$ cat src/verilog/datapathPkg.sv
package datapathPkg;

    localparam int dataWidth    = 32;
    localparam int regAddrWidth = 5;
    localparam int regCount     = 18;                 // R0..R15, HI, LO
    localparam int apbAddrWidth = 8;
    localparam int opWidth      = 4;
    localparam int fieldWidth   = 4;                  // register field in the command word
    localparam int shiftWidth   = $clog2(dataWidth);

    localparam logic [regAddrWidth-1:0] hiIndex = 5'd16;
    localparam logic [regAddrWidth-1:0] loIndex = 5'd17;

    localparam logic [opWidth-1:0] opAdd = 4'd0;
    localparam logic [opWidth-1:0] opSub = 4'd1;
    localparam logic [opWidth-1:0] opAnd = 4'd2;
    localparam logic [opWidth-1:0] opOr  = 4'd3;
    localparam logic [opWidth-1:0] opShl = 4'd4;
    localparam logic [opWidth-1:0] opShr = 4'd5;
    localparam logic [opWidth-1:0] opMul = 4'd6;
    localparam logic [opWidth-1:0] opDiv = 4'd7;      // highest legal opcode

    localparam logic [apbAddrWidth-1:0] regBase    = 8'h00;
    localparam logic [apbAddrWidth-1:0] cmdAddr    = 8'h80;
    localparam logic [apbAddrWidth-1:0] statusAddr = 8'h84;

    localparam int cmdOpLsb   = 0;
    localparam int cmdSrcALsb = 4;
    localparam int cmdSrcBLsb = 8;
    localparam int cmdDestLsb = 12;

    localparam int busyBit = 0;
    localparam int errBit  = 1;

    localparam logic [dataWidth-1:0] divZeroQuot = '1;

endpackage

$ cat src/verilog/portArbiter.sv
`timescale 1ns/1ps

module portArbiter (
    input  logic                                 seqReq,
    input  logic [datapathPkg::regAddrWidth-1:0] seqAddr,
    input  logic                                 seqWrite,
    input  logic [datapathPkg::dataWidth-1:0]    seqWdata,
    input  logic                                 apbReq,
    input  logic [datapathPkg::regAddrWidth-1:0] apbAddr,
    input  logic                                 apbWrite,
    input  logic [datapathPkg::dataWidth-1:0]    apbWdata,
    input  logic [datapathPkg::dataWidth-1:0]    portRdata,
    output logic                                 seqGrant,
    output logic                                 apbGrant,
    output logic [datapathPkg::regAddrWidth-1:0] portAddr,
    output logic                                 portWrite,
    output logic [datapathPkg::dataWidth-1:0]    portWdata,
    output logic [datapathPkg::dataWidth-1:0]    seqRdata,
    output logic [datapathPkg::dataWidth-1:0]    apbRdata
);

    // fixed priority, sequencer first
    assign seqGrant = seqReq;
    assign apbGrant = apbReq && !seqReq;

    assign portAddr  = seqGrant ? seqAddr : apbAddr;
    assign portWdata = seqGrant ? seqWdata : apbWdata;
    assign portWrite = (seqGrant && seqWrite) || (apbGrant && apbWrite);   // losing write dropped

    assign seqRdata = seqGrant ? portRdata : '0;
    assign apbRdata = apbGrant ? portRdata : '0;

endmodule

$ cat config.mk
export PLATFORM = sky130hd
export DESIGN_NAME = portArbiter
export DESIGN_NICKNAME = d
export VERILOG_FILES = /design/src/verilog/datapathPkg.sv /design/src/verilog/portArbiter.sv
export SDC_FILE = /design/constraint.sdc
export NUM_CORES = 1
export LEC_CHECK = 0
export ABC_CLOCK_PERIOD_IN_PS = 1100
export BUFFER_PORTS_ARGS = -buffer_cell sky130_fd_sc_hd__buf_2
export CAP_MARGIN = 25
export CORE_AREA = 2 2 83 85
export DETAILED_ROUTE_END_ITERATION = 7
export DIE_AREA = 0 0 85 87
export GPL_ROUTABILITY_DRIVEN = 0
export PLACE_DENSITY = 0.58
export SYNTH_ARGS = -nofsm -noshare
export SYNTH_HDL_FRONTEND = slang
export SYNTH_SLANG_ARGS = --single-unit
$ cat constraint.sdc
create_clock -name vclk -period 1.1
set_input_delay 0.22 -clock vclk [all_inputs]
set_output_delay 0.22 -clock vclk [all_outputs]
set_load 0.03 [all_outputs]
==> reports/qor.txt <==
CP arrival -> 1.05 ns
chip width -> 85 um
simple-gate share of the synthesized area -> 43.7%
Critical Path End Type -> primary output
std cell rows -> 30
yosys warns -> 0
vias in the first global route -> 1,732
Storage cell area -> 0 um^2
Relative slew margins -> 89.8%
distinct cell type count after synthesis -> 7
initial DRC count -> 16
Final ANT Viol Nets -> 0
critical path type -> input pin to primary output
initial antenna violation count -> 0
P_leak -> 1.75 nW
Syn Area/Cell -> 8.25 um^2
sequential area share after synthesis -> 0%
Adder-Cell Fraction of Synth Area -> 0%
top cell type's share of synthesized area -> 43.9%
PD cells -> 538 mW/mm^2
post-route setup slack -> -0.173 ns
DRC -> 0
max-cap viol count -> 0
cell taking the most area after synthesis -> mux2_2
worst min-delay path class -> input pin to primary output
most frequent CP cell -> buf_12
n_diodes -> 0
Syn-to-layout area delta -> 237%
Crit path max-delay family -> buffers and inverters
post-synthesis mux area share -> 43.9%
Die Span Y -> 87 um
GR Overflow Total -> 0
XOR/XNOR share of the synthesized area -> 0%
total track usage -> 13.6%
Setup crit start kind -> input pin
I/O pin count -> 214
final wirelength -> 6.01 mm
fin area -> 0.00319 mm^2
Setup violations, final -> 86
syn nets -> 225
fin. max-slew vios -> 0
Syn Inst Count -> 115
peak supply drop -> 0.260 mV
vias per cell -> 4.11
clkbuf count -> 0
minimum clock period -> 1.27 ns
filler instances -> 611
largest family of logic cells by synthesized area -> multiplexers
slowest CP cell -> buf_12
Buffers on Ports -> 214
first-pass GRT wire length -> 8.36 mm
routed length per placed instance -> 14.5 um
Detailed Place HPWL -> 3.87 mm
seq_cells -> 0
Fmax -> 0.785 GHz
DR vias -> 1,707
hold_ws -> 0.766 ns
post-synthesis compound-gate area fraction -> 0.923%
violated checks -> negative setup slack
CTS hold repair buffers -> 0
core area -> 0.00657 mm^2
largest net degree at the start of global routing -> 35
nets -> 447
crit path launch -> seqReq
Starting Density -> 14.4%
Worst Hold Launch -> seqWdata[12]
Final Hold Violating Endpoints -> 0
RSZ-0062 raised after global routing -> yes
slew of the pin with the lowest slew margin -> 0.154 ns
Max stage delay on crit path -> 0.17 ns
Detailed Routing Iterations Pass 1 -> 2
ranking of synthesized cells by area -> mux2_2 44%, and2_1 42%, buf_6 9.5%
placed inst area -> 0.00212 mm^2
Post-Syn Area -> 948 um^2
share of layout cells above drive strength 1 -> 98.2%
Critical Path Fanout Max -> 34
footprint of the multi-input gates -> 0.00106 mm^2
Cell Chain, Critical Path -> buf_12 > buf_12 > nor2b_4 > buf_12 > and2_2 > buf_6
run status -> complete, but fails checks
post-route clock period utilization -> 116%
worst slack, placed -> -0.305 ns
Die ar. -> 0.00740 mm^2
Buf/Inv on CP -> 4
Worst Path Required -> 0.88 ns
==> kinds of logic after synthesis <==
kind of cell / count (synthesis)
AO/OA/AOI/OAI: 1
multiplexers: 37
AND/OR/NAND/NOR: 65
buffers and inverters: 12
==> layout by cell type, fill, tap and decap left out, drive strengths merged <==
cell / Yosys / routed
clkbuf: 3 / 1
a22o: 1 / 1
and2: 64 / 64
mux2: 37 / 37
nor2b: 1 / 1
buf: 9 / 231
==> Yosys cell counts <==
| master | count |
|---|---|
| a22o_1 | 1 |
| buf_4 | 1 |
| buf_6 | 8 |
| and2_1 | 64 |
| nor2b_4 | 1 |
| mux2_2 | 37 |
| clkbuf_1 | 3 |
==> routing by layer <==
metal | wire length (um) | GRT usage [%] | vias up
li1 | - | - | 818
met1 | 1870 | 14.0 | 783
met2 | 3760 | 30.2 | 104
met3 | 357 | 1.33 | 2
met4 | 17 | 0.289 | 0
met5 | 0 | 0 | -
==> cell type report <==
type / count / area share (%)
Timing Repair Buffer: 232 / 63.8
Multi-Input combinational cell: 103 / 33.1
Tap cell: 80 / 3.14
==> tightest hold or removal path: stages <==
cell	delay [ns]
buf_2	0.07
mux2_4	0.13
buf_6	0.12
==> stage by stage <==
step	power, W	instances	TNS [ns]	util (%)
after global routing	0.00180	415	-14.44	48.6
after CTS	0.00164	408	-12.47	46.7
after global placement	0.00116	402	-21.34	32.2
after floorplan	0.000765	115	-0.180	-
after detailed placement	0.00116	402	-22.74	32.2
final	0.00172	415	-12.37	48.6
==> final timing paths <==
path	end	slack [ns]	cells after the start
worst min-delay path	portWdata[12]	0.77	3
worst max-delay path	apbRdata[14]	-0.17	6
==> repair_timing <==
action | in CTS | in global routing
gates resized for setup | 253 | 28
buffers inserted | 1 | 7
gates cloned | 5 | 1
setup endpoints to repair | 99 | 103
==> power breakdown <==
part           switching [W]  internal (W)  total [W]
Sequential                 0             0          0
Combinational       0.000812      0.000905    0.00172
Clock                      0             0          0
No activity file was read; power rests on OpenSTA's default activity.
