==> config.mk <==
export PLATFORM = sky130hd
export DESIGN_NAME = apbSlave
export DESIGN_NICKNAME = d
export VERILOG_FILES = /design/src/verilog/datapathPkg.sv /design/src/verilog/apbSlave.sv
export SDC_FILE = /design/constraint.sdc
export NUM_CORES = 1
export LEC_CHECK = 0
export BUFFER_PORTS_ARGS = -buffer_cell sky130_fd_sc_hd__buf_2
export CORE_ASPECT_RATIO = 1.5
export CORE_MARGIN = 2
export CORE_UTILIZATION = 34
export DETAILED_ROUTE_END_ITERATION = 8
export PLACE_DENSITY = 0.79
export SKIP_CTS_REPAIR_TIMING = 1
export SLEW_MARGIN = 40
export SYNTH_ARGS = -nofsm -noshare
export SYNTH_HDL_FRONTEND = slang
export SYNTH_SLANG_ARGS = --single-unit
export TNS_END_PERCENT = 20
==> constraint.sdc <==
create_clock -name Clock -period 4.75 [get_ports Clock]
set_input_delay 0.2375 -clock Clock [delete_from_list [all_inputs] [get_ports Clock]]
set_output_delay 0.2375 -clock Clock [all_outputs]
set_load 0.01 [all_outputs]
==> src/verilog/datapathPkg.sv <==
package datapathPkg;

    localparam int dataWidth    = 32;
    localparam int regAddrWidth = 5;
    localparam int regCount     = 18;                 // R0..R15, HI, LO
    localparam int apbAddrWidth = 8;
    localparam int opWidth      = 4;
    localparam int fieldWidth   = 4;                  // register field in the command word
    localparam int shiftWidth   = $clog2(dataWidth);

    localparam logic [regAddrWidth-1:0] hiIndex = 5'd16;
    localparam logic [regAddrWidth-1:0] loIndex = 5'd17;

    localparam logic [opWidth-1:0] opAdd = 4'd0;
    localparam logic [opWidth-1:0] opSub = 4'd1;
    localparam logic [opWidth-1:0] opAnd = 4'd2;
    localparam logic [opWidth-1:0] opOr  = 4'd3;
    localparam logic [opWidth-1:0] opShl = 4'd4;
    localparam logic [opWidth-1:0] opShr = 4'd5;
    localparam logic [opWidth-1:0] opMul = 4'd6;
    localparam logic [opWidth-1:0] opDiv = 4'd7;      // highest legal opcode

    localparam logic [apbAddrWidth-1:0] regBase    = 8'h00;
    localparam logic [apbAddrWidth-1:0] cmdAddr    = 8'h80;
    localparam logic [apbAddrWidth-1:0] statusAddr = 8'h84;

    localparam int cmdOpLsb   = 0;
    localparam int cmdSrcALsb = 4;
    localparam int cmdSrcBLsb = 8;
    localparam int cmdDestLsb = 12;

    localparam int busyBit = 0;
    localparam int errBit  = 1;

    localparam logic [dataWidth-1:0] divZeroQuot = '1;

endpackage

==> src/verilog/apbSlave.sv <==
`timescale 1ns/1ps

module apbSlave (
    input  logic                                 Clock,
    input  logic                                 rst,
    input  logic [datapathPkg::apbAddrWidth-1:0] paddr,
    input  logic                                 psel,
    input  logic                                 penable,
    input  logic                                 pwrite,
    input  logic [datapathPkg::dataWidth-1:0]    pwdata,
    input  logic                                 apbGrant,
    input  logic [datapathPkg::dataWidth-1:0]    apbRdata,
    input  logic                                 busy,
    input  logic                                 opError,
    output logic [datapathPkg::dataWidth-1:0]    prdata,
    output logic                                 pready,
    output logic                                 pslverr,
    output logic                                 apbReq,
    output logic [datapathPkg::regAddrWidth-1:0] apbAddr,
    output logic                                 apbWrite,
    output logic [datapathPkg::dataWidth-1:0]    apbWdata,
    output logic                                 cmdStart,
    output logic [datapathPkg::dataWidth-1:0]    cmdWord
);
    import datapathPkg::*;

    logic                    access;
    logic [apbAddrWidth-1:0] regOffset;
    logic                    regHit;
    logic                    cmdHit;
    logic                    statusHit;
    logic                    badAddr;
    logic                    cmdBlocked;
    logic                    cmdAccept;

    assign access    = psel && penable;
    assign regOffset = paddr - regBase;                    // wraps high below the base
    assign regHit    = (regOffset[1:0] == 2'b00) && (regOffset[apbAddrWidth-1:2] < regCount);
    assign cmdHit    = (paddr == cmdAddr);
    assign statusHit = (paddr == statusAddr);
    assign badAddr   = !(regHit || cmdHit || statusHit);

    assign cmdBlocked = busy || cmdStart;                  // pending start counts as busy
    assign cmdAccept  = access && cmdHit && pwrite && !cmdBlocked;

    // register accesses go through the shared port and wait for it
    assign apbReq   = access && regHit;
    assign apbAddr  = regOffset[regAddrWidth+1:2];
    assign apbWrite = pwrite;
    assign apbWdata = pwdata;

    assign pready  = access && (!regHit || apbGrant);
    assign pslverr = pready && (badAddr || (cmdHit && pwrite && cmdBlocked));

    always_comb begin
        prdata = '0;                                       // also for bad addresses
        if (regHit) begin
            prdata = apbRdata;
        end else if (statusHit) begin
            prdata[busyBit] = cmdBlocked;
            prdata[errBit]  = opError;
        end
    end

    always_ff @(posedge Clock) begin
        if (rst) begin
            cmdStart <= 1'b0;
        end else begin
            cmdStart <= cmdAccept;                         // one cycle pulse
        end
    end

    always_ff @(posedge Clock) begin
        if (cmdAccept) begin
            cmdWord <= pwdata;
        end
    end

endmodule

==> flow_summary_export.csv <==
group,metric,value,unit
run_status,status,"finished, final reports clean",
floorplanning,die_h,88.52,um
cts,cts.clk_slew.worst_paths,0.07,ns
route,initialDrtViolationCount,24,
global_route,use_met3,0.05117,
floorplanning,dieArea,5341,sq um
floorplanning,die_w,60.35,um
cells_and_area,drive_gt1_frac,0.7194,
worst_setup_path,slowest_stage,"or3_4",
synth,syn-instance-count,124,
pwr,swShare,0.2160,
global_route,grt_pass1_vias,1301,
floorplanning,initial_utilization,0.3565,
cells_and_area,n_fill_cell,421,
synth,synth.top_cells.by_area,"edfxtp_1, buf_4, and2_1, a2111oi_4, a32o_1",
synth,synth-seq-cells,33,
timing,period_share,0.4414,
worst_setup_path,path_cells,"buf_2, or3_4, a2111oi_4, buf_4, buf_4, and2_1, buf_2",
route,vias_per_cell,4.234,
synth,seq_area_frac_synth,0.6059,
synth,syn_nets,204,
synth,post_synth_num_cell_types,21,
route,wirelength,4600,um
synth,syn_avg_cell_area,13.06,sq um
synth,synth.cell_area,1619,sq um
timing,rsz0062_at_grt,"no",
timing,finalHoldViolCount,0,
timing,fmax,477.0,MHz
worst_setup_path,cp_max_fo,19,
cells_and_area,areaGrowthSynthToFinish,50.00,%
global_route,busiest_layer,"met2",
pwr,powerDensity,242.3,nW/um^2
route,drt-wirelength-per-cell,13.45,um
worst_setup_path,critical_path_arrival,1.86,ns
timing,skew,0.008162,ns
cts,root_buffer,"clkbuf_8",
flow_run,drv_cap,0,
cts,worstSkewPairLatency,0.27,ns
cells_and_area,num-nets-final,358,
worst_setup_path,slowest_delay,0.40,ns
cts,cts_buffers,5,
global_route,grt_use_total,0.1603,
route,drcViolationCount,0,
synth,synth_top_area_share,0.5935,
cells_and_area,multiInputGateArea,339.1,sq um
worst_setup_path,cp-startpoint,"paddr[3]",
timing,min_period,2.096,ns
route,vias,1448,
synth,yosysTopAreaCell,"edfxtp_1",
worst_setup_path,r2r_start,"cmdStart$_SDFF_PP0_",
timing,max_slew_margin,0.7362,
placed_design,gp_congestion,0.7441,
floorplanning,rows,30,
pwr,seqPwrFrac,0.542,
timing,setup_viol,0,
cts,htreeDepth,2,
timing,setup_tns,0,ns
global_route,met1_usage,0.1724,
cells_and_area,register_area,980.9,sq um
placed_design,port_buffers,185,
synth,yosysWarnings,0,
timing,tightest_slew,0.3958,ns
worst_setup_path,r2r-end,"cmdWord[26]$_DFFE_PP_",
global_route,met2_usage,0.2796,
global_route,grt-ovfl-total,0,
global_route,grt_first_pass_wirelength,6072,um
global_route,grt_max_degree,33,
worst_setup_path,ff2ff_setup_slack,3.20,ns
placed_design,place_hpwl,3976,um
worst_setup_path,worstSetupPathType,"in -> out",
pwr,comb_power_share,0.144,
pwr,power.leakage,1.264,nW
route,route.antenna.remaining_nets,0,
worst_setup_path,end_kind,"output port",
worst_setup_path,startpoint_type,"input port",
placed_design,dpl_cell_area,2352,sq um
floorplanning,io_pins,186,
floorplanning,core,4542,sq um
global_route,antenna_found_initial,0,
cells_and_area,final_util,0.5347,
cts,clockBufferDepth,2,
pwr,peakVddDrop,0.09978,mV
route,dr.pass1.iters,3,
pwr,power_switching,0.0001271,W
timing,drv_slew,0,
cts,cts_tree,"done",
cells_and_area,antenna_cells,0,
timing,holdWs,0.1270,ns
cts,clock-sinks,33,
cells_and_area,postLayoutCellArea,2429,sq um
worst_setup_path,cp.required,4.51,ns
worst_setup_path,reg2reg_depth,3,
pwr,internal-power,0.0004613,W
pwr,clockPowerShare,0.313,
min_path,hold_class,"in -> reg",
worst_setup_path,crit_end,"prdata[18]",
cells by family after synthesis:
group,count (synthesis),synth area share
buffers and inverters,42,0.1878
AOI/OAI and AO/OA,5,0.03710
DFF,33,0.6059
and+or+nand+nor,44,0.1693
cell usage after synthesis (all sizes together):
cell and count:
dfxtp 1, or3 2, edfxtp 32, a211oi 1, a32o 2, buf 38, and3 2, and2 30
nor3 4, inv 1, nand2 1, a2111oi 1, clkbuf 3, nor4 1, or2 1, nand3 2
nor2b 1, a21oi 1
per-stage QoR:
step	setup WS [ns]	instances	total power (W)
global route	2.552	342	0.0006118
global placement	2.268	333	0.0004084
finish	2.654	342	0.0005885
detailed placement	2.654	335	0.0004113
floorplan	1.384	124	0.0003720
CTS	2.650	342	0.0005964
flip-flops by register name, indices dropped and copies added (netlist names):
signal	count
cmdWord	32
cmdStart	1
worst min path at each step:
stage	start	cells past startpoint	end	slack (ns)
after detailed placement	rst	2	cmdStart$_SDFF_PP0_	0.43
after CTS	rst	2	cmdStart$_SDFF_PP0_	0.13
after global routing	rst	2	cmdStart$_SDFF_PP0_	0.13
final	rst	2	cmdStart$_SDFF_PP0_	0.13
after floorplan	rst	1	cmdStart$_SDFF_PP0_	0.32
after global placement	rst	2	cmdStart$_SDFF_PP0_	0.42
cells in the final DEF, fill, tap and decap left out, types with 2 or more instances in the layout:
master    instances
buf_2           185
edfxtp_1         32
and2_1           28
clkbuf_8          5
nor3_1            3
buf_4             3
a32o_1            2
and2_2            2
nand3_1           2
worst max-delay path, delay by kind of cell:
| family | cells | cell delay (ns) |
|---|---|---|
| and+or+nand+nor | 2 | 0.55 |
| AOI/OAI and AO/OA | 1 | 0.38 |
| buffers and inverters | 4 | 0.69 |
power groups by stage:
stage | Combinational [W] | Clock (W) | Sequential (W)
2_1_floorplan | 0.0000466 | 0 | 0.000325
3_3_place_gp | 0.0000832 | 0 | 0.000325
3_5_place_dp | 0.0000861 | 0 | 0.000325
4_1_cts | 0.0000864 | 0.000191 | 0.000319
5_1_grt | 0.0000931 | 0.000200 | 0.000319
6_report | 0.0000850 | 0.000184 | 0.000319
routing by layer:
layer,up-vias,part of all wire,routed length [um]
met2,122,0.50,2308
met4,0,0.018,81
met5,-,0,0
met1,626,0.35,1603
met3,6,0.13,605
li1,694,-,-
cell type report:
cell class / instances / area share
Multi-Input combinational cell: 49 / 0.1396
Clock inverter: 1 / 0.001546
Timing Repair Buffer: 188 / 0.3905
Sequential cell: 33 / 0.4039
Tap cell: 64 / 0.03297
Inverter: 1 / 0.001546
Clock buffer: 6 / 0.02988
Note: power is estimated with default switching activity, not from simulation.
