--- config.mk ---
export PLATFORM = sky130hd
export DESIGN_NAME = registerFile
export DESIGN_NICKNAME = d
export VERILOG_FILES = /design/src/verilog/datapathPkg.sv /design/src/verilog/registerFile.sv
export SDC_FILE = /design/constraint.sdc
export NUM_CORES = 1
export LEC_CHECK = 0
export ABC_AREA = 0
export ABC_CLOCK_PERIOD_IN_PS = 3500
export BUFFER_PORTS_ARGS = -buffer_cell sky130_fd_sc_hd__buf_2
export CAP_MARGIN = 10
export CORE_MARGIN = 4
export CORE_UTILIZATION = 59
export CTS_BUF_LIST = sky130_fd_sc_hd__clkbuf_8 sky130_fd_sc_hd__clkbuf_16
export CTS_CLUSTER_DIAMETER = 120
export DETAILED_ROUTE_END_ITERATION = 6
export GPL_TIMING_DRIVEN = 0
export PLACE_DENSITY = 0.76
export SYNTH_ARGS = -nofsm -noshare
export SYNTH_HDL_FRONTEND = slang
export SYNTH_SLANG_ARGS = --single-unit
--- constraint.sdc ---
create_clock -name Clock -period 3.5 [get_ports Clock]
set_input_delay 0.175 -clock Clock [delete_from_list [all_inputs] [get_ports Clock]]
set_output_delay 0.175 -clock Clock [all_outputs]
set_load 0.01 [all_outputs]
--- src/verilog/datapathPkg.sv ---
package datapathPkg;

    localparam int dataWidth    = 32;
    localparam int regAddrWidth = 5;
    localparam int regCount     = 18;                 // R0..R15, HI, LO
    localparam int apbAddrWidth = 8;
    localparam int opWidth      = 4;
    localparam int fieldWidth   = 4;                  // register field in the command word
    localparam int shiftWidth   = $clog2(dataWidth);

    localparam logic [regAddrWidth-1:0] hiIndex = 5'd16;
    localparam logic [regAddrWidth-1:0] loIndex = 5'd17;

    localparam logic [opWidth-1:0] opAdd = 4'd0;
    localparam logic [opWidth-1:0] opSub = 4'd1;
    localparam logic [opWidth-1:0] opAnd = 4'd2;
    localparam logic [opWidth-1:0] opOr  = 4'd3;
    localparam logic [opWidth-1:0] opShl = 4'd4;
    localparam logic [opWidth-1:0] opShr = 4'd5;
    localparam logic [opWidth-1:0] opMul = 4'd6;
    localparam logic [opWidth-1:0] opDiv = 4'd7;      // highest legal opcode

    localparam logic [apbAddrWidth-1:0] regBase    = 8'h00;
    localparam logic [apbAddrWidth-1:0] cmdAddr    = 8'h80;
    localparam logic [apbAddrWidth-1:0] statusAddr = 8'h84;

    localparam int cmdOpLsb   = 0;
    localparam int cmdSrcALsb = 4;
    localparam int cmdSrcBLsb = 8;
    localparam int cmdDestLsb = 12;

    localparam int busyBit = 0;
    localparam int errBit  = 1;

    localparam logic [dataWidth-1:0] divZeroQuot = '1;

endpackage

--- src/verilog/registerFile.sv ---
`timescale 1ns/1ps

module registerFile (
    input  logic                                 Clock,
    input  logic                                 rst,
    input  logic [datapathPkg::regAddrWidth-1:0] portAddr,
    input  logic                                 portWrite,
    input  logic [datapathPkg::dataWidth-1:0]    portWdata,
    output logic [datapathPkg::dataWidth-1:0]    portRdata
);
    import datapathPkg::*;

    logic [dataWidth-1:0] regs [regCount];   // R0..R15 then HI, LO
    logic                 addrValid;

    assign addrValid = (portAddr < regAddrWidth'(regCount));
    assign portRdata = addrValid ? regs[portAddr] : '0;   // unmapped slots read zero

    always_ff @(posedge Clock) begin
        if (rst) begin
            for (int i = 0; i < regCount; i++) begin
                regs[i] <= '0;
            end
        end else if (portWrite && addrValid) begin
            regs[portAddr] <= portWdata;
        end
    end

endmodule
==> impl_results.md, run 1 <==
* Status: finished clean
* Hold Path Sink: regs[16][5]$_SDFFCE_PN0P_
* Minimum clock period at 2934 ps
* Top flop regs: regs (576)
* CTS max path bufs at 3
* Synth top area share at 68.51%
* Hold WC Path Type: input pin to flop
* Die extent in x at 214.9 um
* Final worst-path cycle share at 83.81%
* Count leader, synth: edfxtp_1
* Synth warn at 0
* # nets final at 1983
* Hold Path Stages at 2
* Cell count after synthesis at 1784
* Pint at 0.01158 W
* Synth top area cells: edfxtp_1 (69%), mux2i_1 (7.6%), nor2_1 (6.2%), mux4_2 (5.7%), and3_1 (2.4%)
* Ys async rst share at 0%
* Drt pass-1 iters at 6
* CP Max Fanout at 10
* Combinational share of power at 8.1%
* Placer congestion estimate at 0.9422
* Post-route insts no fill at 2528
* Synth Flop Type: edfxtp_1
* Required @ worst endpoint at 3320 ps
* Avg Cell Area, Syn at 14.15 um2
* Post-synthesis register bit count at 576
* CP startpoint kind: input pin
* Total CTS buffers at 54
* Worst Setup Path Type: input pin to primary output
* Clock power frac at 38.2%
* Hold Path Origin: portWdata[5]
* WP data arrival at 2760 ps
* Yosys top cell by area: edfxtp_1
* Final setup violation count at 0
* Unrepaired setup endpoints after global routing: no
* Max-cap violations at 0
* Seq pwr share at 53.8%
* Final Max Tran Viols at 0
* CTS sink cnt at 576
* Synth cell count leaders: edfxtp_1 (576), nor2_1 (419), mux2i_1 (191), and3_1 (98), clkbuf_1 (80)
* Static Leak at 10.35 nW
* Htree depth at 2
* NetSw at 0.003410 W
* IO Port Bufs at 69
* Pre-CTS setup slack at 288.6 ps
* Area growth syn-to-layout at 12.70%
* Post-route DRC at 0
* Vias in the first global route at 16090
* Fin. Hold Viols at 0
* PD cells at 526.8 nW/um2
* Fmax at 340.9 MHz
* Total wire length at 68760 um
* Initial antenna violation count at 3
* Core area at 42130 um2
* Vias at 16310
* First-pass GRT wire length at 101000 um
* Starting Density at 59.92%
* Switching part of the total at 22.75%
* Sequential-to-total area share from yosys stat at 68.51%
* Layout cell share with drive strength beyond 1 at 15.50%
* Root buffer cell: clkbuf_16
* Post-Syn Nets at 1824
* Crit path capture type: primary output
* Clock transition at the registers of the reported paths at 60 ps
* PostCTS Resize Cnt at 0
* Synth Cell Area at 25250 um2
* Final setup margin at 566.5 ps
* Top reg by flops: regs
* Fill cell count at 2822
* WL/cell at 27.20 um
* Setup Buffers After CTS at 0
* CTS tree: built
* Top Ports at 72
* DIE AREA at 46160 um2
* Slew @ Worst Pin at 1015 ps
* Post-synth cell types at 30
* Cell row count at 75
* Via-per-instance ratio at 6.452
* EDFF count, synth at 576
* Largest net degree at the start of global routing at 33
* Hpwl dp at 47070 um
* Number of flip-flops in the largest register at 576
* VDD IR-drop max at 0.3443 mV
* DR iter-0 viols at 2507
* Total track usage at 29.21%
* Final ANT Viol Nets at 0
* GR Overflow Total at 0
* Worst slew margin at 32.31%
* Placed Instances at 2400
* Die Y-Extent at 214.9 um
-- layout by cell type, fill, tap and decap left out, types with 2 or more instances in the layout --
master	count
edfxtp_1	576
nor2_1	419
mux2i_1	191
buf_2	124
and3_1	98
clkbuf_1	80
mux4_2	64
a22oi_1	64
clkbuf_16	55
inv_1	44
nand2_1	43
nand3_1	34
and2_1	33
o221ai_1	31
dlygate4sd3_1	25
buf_4	15
buf_1	14
clkinv_1	14
nand2b_2	13
clkinv_2	13
buf_12	8
nor2b_1	5
bufinv_16	5
diode_2	2
a21o_2	2
nand4_1	2
-- area by class of cell --
type	instances	area [um2]	share of cell area, %
Sequential cell	576	17300	60.79
Multi-Input combinational cell	1012	7136	25.08
Clock buffer	55	1376	4.837
Timing Repair Buffer	103	783.3	2.753
Buffer	164	740.7	2.603
Tap cell	539	674.4	2.370
Clock inverter	45	321.6	1.130
Inverter	32	120.1	0.4221
Antenna cell	2	5.005	0.01759
-- critical path, cell delays in order --
cell,delay [ps]
buf_2,220
nor2_1,370
clkbuf_1,430
clkbuf_1,740
a22oi_1,160
nand3_1,240
o221ai_1,200
buf_2,200
-- logic make-up (layout without fill, tap and decap cells) --
family / Yosys count / after routing / share of synthesized area (%)
and+or+nand+nor: 655 / 655 / 11.56
muxes: 256 / 256 / 13.33
DFF: 576 / 576 / 68.51
buffers and inverters: 196 / 399 / 3.410
other: 0 / 2 / 0
AOI/OAI and AO/OA: 101 / 101 / 3.192
-- metal layers --
layer	vias up	routed length [um]	global-route usage [%]
met5	-	0	0
met4	0	2404	9.834
met3	179	8316	5.890
met2	1154	32660	46.32
met1	8072	25370	41.30
li1	6905	-	-
-- metrics by stage --
step / util (%) / total power (W) / cell area [um2] / TNS, ps / hold slack, ps
finish: 67.53 / 0.01499 / 28450 / 0 / 16.08
global route: 67.53 / 0.01534 / 28450 / 0 / 6.714
CTS: 67.45 / 0.01493 / 28420 / 0 / 0.3118
detailed placement: 62.83 / 0.009348 / 26470 / 0 / 549.2
global placement: 62.34 / 0.009284 / 26270 / -29400 / 530.5
floorplan: - / 0.008854 / 25250 / 0 / 373.2
-- how the worst max path moves through the flow --
stage,to,from,cells after the start
3_5_place_dp,regs[4][17]$_SDFFCE_PN0P_,rst,7
5_1_grt,portRdata[20],portAddr[1],8
2_1_floorplan,regs[17][0]$_DFFE_PP_,portAddr[0],6
3_3_place_gp,regs[17][17]$_DFFE_PP_,portAddr[0],6
6_report,portRdata[22],portAddr[1],8
4_1_cts,portRdata[22],portAddr[1],8
-- timing repair --
item | CTS | global route
hold buffers | 25 | 0
endpoints found under the setup margin | 0 | 0
hold endpoints to repair | 70 | 0
-- power by group through the flow --
stage	Sequential, W	Clock [W]	Combinational, W
5_1_grt	0.00808	0.00600	0.00126
3_5_place_dp	0.00820	0	0.00115
2_1_floorplan	0.00816	0	0.000697
6_report	0.00806	0.00572	0.00121
3_3_place_gp	0.00818	0	0.00110
4_1_cts	0.00806	0.00569	0.00118
Note: power is estimated with default switching activity, not from simulation.
==> inputs of run 2 (changes only) <==
--- a/config.mk
+++ b/config.mk
@@ -6,16 +6,16 @@
 export NUM_CORES = 1
 export LEC_CHECK = 0
 export ABC_AREA = 0
-export ABC_CLOCK_PERIOD_IN_PS = 3500
+export ABC_CLOCK_PERIOD_IN_PS = 2500
 export BUFFER_PORTS_ARGS = -buffer_cell sky130_fd_sc_hd__buf_2
 export CAP_MARGIN = 10
 export CORE_MARGIN = 4
-export CORE_UTILIZATION = 59
+export CORE_UTILIZATION = 53
 export CTS_BUF_LIST = sky130_fd_sc_hd__clkbuf_8 sky130_fd_sc_hd__clkbuf_16
 export CTS_CLUSTER_DIAMETER = 120
 export DETAILED_ROUTE_END_ITERATION = 6
 export GPL_TIMING_DRIVEN = 0
-export PLACE_DENSITY = 0.76
+export PLACE_DENSITY = 0.72
 export SYNTH_ARGS = -nofsm -noshare
 export SYNTH_HDL_FRONTEND = slang
 export SYNTH_SLANG_ARGS = --single-unit
==> constraint.sdc (replaced) <==
create_clock -name Clock -period 2.5 [get_ports Clock]
set_input_delay 0.125 -clock Clock [delete_from_list [all_inputs] [get_ports Clock]]
set_output_delay 0.125 -clock Clock [all_outputs]
set_load 0.01 [all_outputs]
==> run 2 against run 1 <==
Net effect: die area up 11%; critical path depth grew 1; core utilization decreased by 6.4 points.
==> impl_results.md, run 2 (synthesis gave the netlist of run 1 again) <==
* Placed cell area at 26520 um2 (+0.19%)
* Crit path capture type: primary output
* Starting Density at 53.89% (-6.0 points)
* Htree depth at 2 (unchanged)
* PD cells at 734.2 nW/um2 (+39%)
* Core area at 46850 um2 (+11%)
* CTS sink cnt at 576 (unchanged)
* Area growth syn-to-layout at 13.45%
* Vias at 15680 (-3.9%)
* Hold WC Path Type: input pin to flop
* Initial antenna violation count at 1 (-2)
* Seq pwr share at 53.6% (-0.2 points)
* # nets final at 1989 (+0.30%)
* Switching part of the total at 22.35% (-0.40 points)
* Cell row count at 79 (+5.3%)
* Placer congestion estimate at 0.8776 (-6.9%)
* Hold WS at 122.0 ps (+105.9 ps)
* DIE AREA at 51190 um2 (+11%)
* Combinational share of power at 7.9% (-0.2 points)
* Final ANT Viol Nets at 0 (unchanged)
* Vias in the first global route at 15440 (-4.0%)
* Fin. Hold Viols at 0 (unchanged)
* Minimum clock period at 2401 ps
* Unrepaired setup endpoints after global routing: no
* Worst slew margin at 36.66% (+4.4 points)
* Status: finished clean
* Die Y-Extent at 226.3 um (+5.3%)
* Clock transition at the registers of the reported paths at 60 ps (about the same)
* CP startpoint kind: input pin
* Final worst-path cycle share at 96.03%
* Post-route DRC at 0 (unchanged)
* Die extent in x at 226.3 um (+5.3%)
* Drt pass-1 iters at 6 (unchanged)
* Top flop regs: regs (576)
* Fmax at 416.5 MHz
* Number of flip-flops in the largest register at 576 (unchanged)
* Total CTS buffers at 54 (unchanged)
* Final Max Tran Viols at 0 (unchanged)
* CTS max path bufs at 3 (unchanged)
* VDD IR-drop max at 0.5070 mV (+47%)
* Slew @ Worst Pin at 950.1 ps (-65.31 ps)
* Via-per-instance ratio at 6.036 (-6.4%)
* Hpwl dp at 46600 um (-1.0%)
* Clock power frac at 38.5% (+0.3 points)
* Total wire length at 63750 um (-7.3%)
* Largest net degree at the start of global routing at 33 (unchanged)
* Top reg by flops: regs
* Total track usage at 24.82% (-4.4 points)
* Pint at 0.01633 W (+41%)
* Root buffer cell: clkbuf_16
* Commonest non-fill, non-tap cell in the layout: edfxtp_1
* IO Port Bufs at 69 (unchanged)
* First-pass GRT wire length at 94500 um (-6.4%)
* GR Overflow Total at 0 (unchanged)
* Required @ worst endpoint at 2380 ps (-940 ps)
* Worst Setup Path Type: input pin to primary output
* CP Max Fanout at 10 (unchanged)
* DR iter-0 viols at 2292 (-8.6%)
* NetSw at 0.004699 W (+38%)
* Post-Layout Inst Area at 28640 um2 (+0.66%)
* Top Ports at 72 (unchanged)
* Final setup violation count at 0 (unchanged)
* Static Leak at 10.40 nW (+0.46%)
* ANT cells at 0 (-2)
* CTS tree: built
* Layout cell share with drive strength beyond 1 at 15.88% (+0.38 points)
* WL/cell at 24.55 um (-9.7%)
* Commonest non-fill, non-tap cells in the layout: edfxtp_1 (576), nor2_1 (419), mux2i_1 (191), buf_2 (122), and3_1 (98)
* WP data arrival at 2280 ps (-480 ps)
* Max-cap violations at 0 (unchanged)
run 2: cell count changes in the layout (fill, tap and decap cells not counted), moves of 4 or more:
cell / previous run / this run
buf_12: 8 / 1
buf_16: 1 / 5
clkbuf_1: 80 / 72
clkbuf_2: 0 / 8
dlygate4sd3_1: 25 / 32
inv_1: 44 / 39
run 2: area by class of cell:
cell class              count  area, um2
fillers                  3469      18210
flip-flops and latches    576      17300
multi-input cells        1012       7128
clock buffers              55       1376
repair buffers            109      853.3
plain buffers             164      759.5
well taps                 607      759.5
clock inverters            42      349.1
inverters                  32      120.1
run 2: through the flow:
stage	worst slack, ps	setup TNS (ps)	cells	util (%)	power (W)
final	99.17	0	2597	61.13	0.02103
after global routing	32.68	0	2597	61.13	0.02158
after CTS	0.03375	0	2595	61.00	0.02104
after detailed placement	-547.8	-130680	2466	56.61	0.01305
after global placement	-1091	-394770	2460	56.25	0.01298
after floorplan	176.4	0	1784	-	0.01240
run 2: path summary, 6_finish.rpt:
| check | from | endpoint | slack, ps | depth (start not counted) |
|---|---|---|---|---|
| min | portWrite | regs[17][22]$_DFFE_PP_ | 120 | 3 |
| max | portAddr[2] | portRdata[21] | 100 | 9 |
run 2: repair_timing:
item                       in CTS  in global routing
hold endpoints to repair      128                  0
setup endpoints to repair      22                 48
pin swaps                       0                  0
hold buffers                   32                  0
resized for setup               7                  6
buffers inserted                0                  0
run 2: critical path, cell delays in order:
cell and delay [ps]:
buf_2 140, buf_2 300, nor2b_1 320, clkbuf_2 290
buf_2 340, a22oi_1 170, nand3_1 160, o221ai_1 200
buf_2 220
run 2: power groups by stage:
stage          logic (W)  registers [W]  clock network (W)
2_1_floorplan   0.000976         0.0114                  0
3_3_place_gp     0.00152         0.0115                  0
3_5_place_dp     0.00157         0.0115                  0
4_1_cts          0.00162         0.0113            0.00814
5_1_grt          0.00174         0.0113            0.00853
6_report         0.00165         0.0113            0.00810
run 2: layer usage:
layer	vias to the layer above	global-route usage (%)	part of all wire, %
met5	-	0	0
met4	0	8.111	3.4
met3	123	3.055	9.5
met2	837	40.39	48
met1	7808	35.52	39
li1	6908	-	-
